File: src/design/dcache_defs.svh
`ifndef DCACHE_DEFS_SVH
`define DCACHE_DEFS_SVH

// Cache geometry with one 32-bit word per line
`define DC_INDEX_BITS 9
`define DC_TAG_BITS   3
`define DC_LINES      512

// Byte address split
`define DC_INDEX_RANGE 10:2
`define DC_TAG_RANGE   13:11

// Backing memory ignores address bits above 13
`define MEM_WORDS      4096
`define MEM_ADDR_BITS  12
`define MEM_WORD_RANGE 13:2

// Cycles from a memory request to its ready pulse
`define MEM_WAIT 3

`endif

File: src/design/dcache_pkg.sv
`default_nettype none

`include "dcache_defs.svh"

package dcache_pkg;

  // CPU request held steady while stalled
  typedef struct packed {
    logic        sel;
    logic        we;
    logic [3:0]  mask;
    logic [31:0] addr;
    logic [31:0] wdata;
  } cpu_req_t;

  // Word-aligned main memory request
  typedef struct packed {
    logic        valid;
    logic        we;
    logic [31:0] addr;
    logic [31:0] wdata;
  } mem_req_t;

  typedef struct packed {
    logic        ready;
    logic [31:0] rdata;
  } mem_rsp_t;

  // SRAM write port
  typedef struct packed {
    logic                      cs;
    logic [3:0]                mask;
    logic [`DC_INDEX_BITS-1:0] index;
    logic [`DC_TAG_BITS-1:0]   tag;
    logic [31:0]               data;
  } sram_wr_t;

  typedef enum logic [2:0] {
    IDLE,
    LOOKUP,
    WRITEBACK,
    REFILL,
    FILL_WRITE,
    CPU_WRITE,
    DONE
  } cache_state_e;

endpackage

`default_nettype wire

File: src/design/dcache_ctrl.sv
`timescale 1ns/1ns
`default_nettype none

`include "dcache_defs.svh"

module dcache_ctrl (
  input  wire                          clk_i,
  input  wire                          rst_i,
  // CPU side
  input  wire dcache_pkg::cpu_req_t    cpu_req_i,
  output logic [31:0]                  rdata_o,
  output logic                         stall_o,
  // Main memory side
  output dcache_pkg::mem_req_t         mem_req_o,
  input  wire dcache_pkg::mem_rsp_t    mem_rsp_i,
  // SRAM side
  output dcache_pkg::sram_wr_t         sram_wr_o,
  output logic                         sram_rd_en_o,
  output logic [`DC_INDEX_BITS-1:0]    sram_rd_index_o,
  input  wire [`DC_TAG_BITS-1:0]       sram_rd_tag_i,
  input  wire [31:0]                   sram_rd_data_i
);

  import dcache_pkg::*;

  localparam int PAD_BITS = 30 - `DC_TAG_BITS - `DC_INDEX_BITS;

  cache_state_e state_q;
  cache_state_e state_d;

  // Per-line status bits
  logic [`DC_LINES-1:0] valid_q;
  logic [`DC_LINES-1:0] dirty_q;

  // Set for the cycle after a fill when the SRAM read is stale
  logic fwd_q;

  logic [31:0] fill_q;
  logic [31:0] rdata_q;

  logic [`DC_INDEX_BITS-1:0] index;
  logic [`DC_TAG_BITS-1:0]   tag;
  logic                      tag_hit;
  logic                      hit;
  logic [31:0]               lookup_word;
  logic [3:0]                wr_mask;
  logic [31:0]               victim_addr;

  assign index = cpu_req_i.addr[`DC_INDEX_RANGE];
  assign tag   = cpu_req_i.addr[`DC_TAG_RANGE];

  assign tag_hit     = valid_q[index] && (sram_rd_tag_i == tag);
  assign hit         = fwd_q || tag_hit;
  assign lookup_word = fwd_q ? fill_q : sram_rd_data_i;

  // Zero mask means full word
  assign wr_mask = (|cpu_req_i.mask) ? cpu_req_i.mask : 4'hF;

  // Victim address from stored tag and current index
  assign victim_addr = {{PAD_BITS{1'b0}}, sram_rd_tag_i, index, 2'b00};

  // Next state
  always_comb begin
    state_d = state_q;
    case (state_q)
      IDLE: begin
        if (cpu_req_i.sel) begin
          state_d = LOOKUP;
        end
      end
      LOOKUP: begin
        if (hit) begin
          state_d = cpu_req_i.we ? CPU_WRITE : DONE;
        end else if (dirty_q[index]) begin
          state_d = WRITEBACK;
        end else begin
          state_d = REFILL;
        end
      end
      WRITEBACK: begin
        if (mem_rsp_i.ready) begin
          state_d = REFILL;
        end
      end
      REFILL: begin
        if (mem_rsp_i.ready) begin
          state_d = FILL_WRITE;
        end
      end
      FILL_WRITE: begin
        // Reads go back through lookup
        state_d = cpu_req_i.we ? CPU_WRITE : LOOKUP;
      end
      CPU_WRITE: begin
        state_d = DONE;
      end
      DONE: begin
        state_d = IDLE;
      end
      default: begin
        state_d = IDLE;
      end
    endcase
  end

  assign stall_o = (state_d != IDLE);

  // Tag and data read for the lookup
  assign sram_rd_en_o    = (state_q == IDLE) && cpu_req_i.sel;
  assign sram_rd_index_o = index;

  // SRAM writes for the fill and the CPU store
  always_comb begin
    sram_wr_o       = '0;
    sram_wr_o.index = index;
    sram_wr_o.tag   = tag;
    case (state_q)
      FILL_WRITE: begin
        sram_wr_o.cs   = 1'b1;
        sram_wr_o.mask = 4'hF;
        sram_wr_o.data = fill_q;
      end
      CPU_WRITE: begin
        sram_wr_o.cs   = 1'b1;
        sram_wr_o.mask = wr_mask;
        sram_wr_o.data = cpu_req_i.wdata;
      end
      default: begin
        sram_wr_o.cs = 1'b0;
      end
    endcase
  end

  // Main memory requests held until ready
  always_comb begin
    mem_req_o = '0;
    case (state_q)
      WRITEBACK: begin
        // SRAM read output still holds the victim
        mem_req_o.valid = 1'b1;
        mem_req_o.we    = 1'b1;
        mem_req_o.addr  = victim_addr;
        mem_req_o.wdata = sram_rd_data_i;
      end
      REFILL: begin
        mem_req_o.valid = 1'b1;
        mem_req_o.addr  = {cpu_req_i.addr[31:2], 2'b00};
      end
      default: begin
        mem_req_o.valid = 1'b0;
      end
    endcase
  end

  always_ff @(posedge clk_i) begin
    if (rst_i) begin
      state_q <= IDLE;
      valid_q <= '0;
      dirty_q <= '0;
      fwd_q   <= 1'b0;
    end else begin
      state_q <= state_d;
      fwd_q   <= (state_q == FILL_WRITE);
      if (state_q == FILL_WRITE) begin
        valid_q[index] <= 1'b1;
        dirty_q[index] <= 1'b0;
      end
      if (state_q == CPU_WRITE) begin
        dirty_q[index] <= 1'b1;
      end
    end
  end

  always_ff @(posedge clk_i) begin
    if ((state_q == REFILL) && mem_rsp_i.ready) begin
      fill_q <= mem_rsp_i.rdata;
    end
    if ((state_q == LOOKUP) && hit) begin
      rdata_q <= lookup_word;
    end
  end

  assign rdata_o = rdata_q;

endmodule

`default_nettype wire

File: config.mk
export PLATFORM = sky130hd
export DESIGN_NAME = dcache_ctrl
export DESIGN_NICKNAME = d
export VERILOG_FILES = /design/src/design/dcache_pkg.sv /design/src/design/dcache_ctrl.sv
export VERILOG_INCLUDE_DIRS = /design/src /design/src/design
export SDC_FILE = /design/constraint.sdc
export NUM_CORES = 2
export LEC_CHECK = 0
export BUFFER_PORTS_ARGS = -buffer_cell sky130_fd_sc_hd__buf_4
export CORE_UTILIZATION = 31
export DETAILED_ROUTE_END_ITERATION = 16
export GPL_ROUTABILITY_DRIVEN = 0
export SKIP_LAST_GASP = 1
export SYNTH_ARGS = -nofsm -noshare
export SYNTH_HDL_FRONTEND = slang
export SYNTH_SLANG_ARGS = --single-unit
File: constraint.sdc
create_clock -name clk_i -period 6.3 [get_ports clk_i]
set_input_delay 1.26 -clock clk_i [delete_from_list [all_inputs] [get_ports clk_i]]
set_output_delay 1.26 -clock clk_i [all_outputs]
set_load 0.01 [all_outputs]
==> impl_metrics.yaml <==
outcome:
  status: "completed"
synth:
  synth_top_family_by_area: "compound AO/OA/AOI/OAI gates"
  synth.area.mux_share_pct: 15.02
  synthXorXnorAreaFrac_pct: 0.07469
  synth_adder_area_share_pct: 0
  synth-simple-area-share_pct: 15.74
  synth_warnings: 0
  synth-edff-count: 64
  synth_top_area_share_pct: 43.87
  synth_compound_area_share_pct: 16.16
  yosysUniqueCellTypes: 69
  synth_top_area_cell: "dfxtp_1"
  synth_cells: 5132
  synth_ff_type: "dfxtp_1"
  synthesis.area_sq_mm: 0.04691
  synth_seq_cells: 1092
  synthArstFlopShare_pct: 0
  synth_area_leaders: "dfxtp_1, mux4_2, nor2_1"
  avgSynthCellArea_sq_um: 9.140
  yosysSeqAreaShare_pct: 47.97
floorplanning:
  design.die.area_sq_mm: 0.1529
  start_util_pct: 31.28
  die_h_microns: 391.0
  design.core.area_sq_mm: 0.1500
  die_width_microns: 391.0
  rows: 142
  io_pins: 298
placement:
  preCtsSetupSlack_ns: 0.4091
  portBuffers: 293
  place_hpwl_mm: 99.53
routing:
  via_per_inst: 5.496
  drt_wl_total_mm: 167.5
  dr.first_iter.drc_count: 4742
  wl_per_cell_microns: 23.15
  vias: 39760
  dr.pass1.iters: 8
  drc: 0
  postRouteAntennaNets: 0
power_and_ir_drop:
  cellPowerDensity_mw_per_mm2: 274.4
  leakagePower_nw: 19.08
  vdd_ir_drop_max_mv: 0.2094
clock_tree:
  clk_path_buf_depth: 3
  postCtsResizedCells: 0
  cts_buffers: 115
  cts_max_level: 3
  cts.sinks: 1092
  root_buffer: "clkbuf_16"
  cts_tree: "done"
  cts_setup_buffers: 0
  cts_hold_buf: 0
  clk_pin_slew_worst_paths_ns: 0.06
  clk-insertion-delay-late_ns: 0.74
finish:
  multiInputGateArea_sq_mm: 0.02255
  finalNetCount: 5262
  fill_cells: 15050
  final_layout_size_suffix_gt1_share_pct: 18.56
  area_growth_pct: 17.42
  ff_latch_area_sq_mm: 0.02251
  post-route-util_pct: 36.73
timing:
  rsz0062_at_grt: "false"
  slew_headroom_pct: 14.22
  finalCritPeriodShare_pct: 83.31
  skew_ns: 0.03306
  setup_viol: 0
  finalCriticalPeriod_ns: 5.248
  fmax_mhz: 190.5
  tightest_slew_ns: 1.284
  drv_slew: 0
  setup_tns_ns: 0
  final_hold_viol_count: 0
  fin_ws_ns: 1.052
  fin_hold_ws_ns: 0.4588
setup_path:
  worstSetupPathType: "in2reg"
  r2r_setup_slack_ns: 1.90
  worstPathRequired_ns: 6.71
  endpoint_kind: "register"
  cp_max_fo: 32
  arrival_ns: 5.66
  start_kind: "input port"
min_path:
  hp-class: "reg2reg"
grt:
  grt_max_degree: 186
  grt_pass1_wl_mm: 243.3
  antenna_found_initial: 5
  grt_use_total_pct: 21.11
  first_global_vias: 36560
  grt-ovfl-total: 0
flow_run:
  cap_violations: 0
## worst paths after layout
check,from,endpoint,cells after the start
max,cpu_req_i[37],rdata_o[11]$_DFFE_PP_,10
min,valid_q[142]$_SDFFE_PP0P_,valid_q[142]$_SDFFE_PP0P_,2
max reg2reg,valid_q[391]$_SDFFE_PP0P_,rdata_o[11]$_DFFE_PP_,9
min reg2reg,valid_q[142]$_SDFFE_PP0P_,valid_q[142]$_SDFFE_PP0P_,2
## cell families after synthesis
| logic type | after synthesis |
|---|---|
| AOI/OAI and AO/OA | 1188 |
| xor gates and xnor gates | 4 |
| buffers and inverters | 571 |
| DFF | 1092 |
| muxes | 413 |
| other | 1 |
| and+or+nand+nor | 1863 |
## per-layer routing
metal / part of all wire, % / vias up / global-route usage (%)
met4: 4.6 / 2 / 9.476
met1: 41 / 19410 / 27.60
met5: 0.0078 / - / 0
li1: - / 17990 / -
met3: 9.9 / 367 / 4.670
met2: 45 / 1991 / 33.20
## Yosys cell counts (6+ instances only)
cell	instances
nor3_1	9
dfxtp_1	1028
a22oi_1	542
a21oi_1	540
o221ai_1	6
nor2_1	1155
nand2b_1	11
edfxtp_1	64
and3_1	24
o211ai_1	6
nand4_1	9
mux2_2	42
nand3_1	19
buf_2	52
clkbuf_1	444
and2_1	41
nand2_1	557
o22ai_1	8
buf_1	32
buf_4	32
mux4_2	222
o21ai_0	22
inv_1	7
mux2i_1	144
a221oi_1	16
nor2b_1	6
## cells in the final DEF, fill, tap and decap left out, types with 5 or more instances in the layout
master,count
nor2_1,1089
dfxtp_1,1026
nand2_1,557
a22oi_1,542
a21oi_1,540
buf_4,408
mux4_2,222
mux2i_1,144
clkbuf_16,120
nor2_4,65
edfxtp_1,64
mux2_2,42
and2_1,41
clkbuf_8,28
buf_12,24
and3_1,23
clkbuf_1,23
o21ai_0,22
clkinv_2,22
nand3_1,19
a221oi_1,16
nand2b_1,10
nor3_1,9
nand4_1,9
o22ai_1,8
inv_1,7
o211ai_1,6
o221ai_1,6
bufinv_16,6
nor3b_1,5
nor2b_1,5
o2111ai_1,5
a311oi_1,5
mux4_1,5
clkinv_4,5
## layout make-up
class,instances,share of cell area [%]
Antenna cell,4,0.01817
Sequential cell,1092,40.86
Clock inverter,39,0.7269
Inverter,8,0.05679
Clock buffer,171,6.308
Multi-Input combinational cell,3470,40.93
Tap cell,2016,4.580
Timing Repair Buffer,435,6.515
## stage by stage
step	cells	power (mW)	area, sq um
2_1_floorplan	5133	7.799	46910
3_3_place_gp	7021	8.294	51190
3_5_place_dp	7021	8.300	51190
4_1_cts	7231	15.20	55070
5_1_grt	7232	15.55	55070
6_report	7235	15.12	55080
## registers in the layout, summed over array words and instances (netlist names), named ones only
register / cells
dirty_q: 511
fill_q: 32
fwd_q: 1
rdata_o: 32
state_q: 3
valid_q: 512
## where the power goes
group / total, mW / switching [mW] / internal [mW]
clock: 6.95 / 2.91 / 4.05
combinational: 1.15 / 0.749 / 0.405
sequential: 7.01 / 0.0166 / 6.99
## critical path, stage by stage
cell     delay, ns
buf_4         0.27
nor2b_2       0.67
a22oi_1       0.17
and3_1        0.22
o41ai_1       0.78
buf_4         0.25
or4b_1        0.52
or4b_4        0.66
o31ai_1       0.49
nor2_4        0.31
No activity file was read; power rests on OpenSTA's default activity.
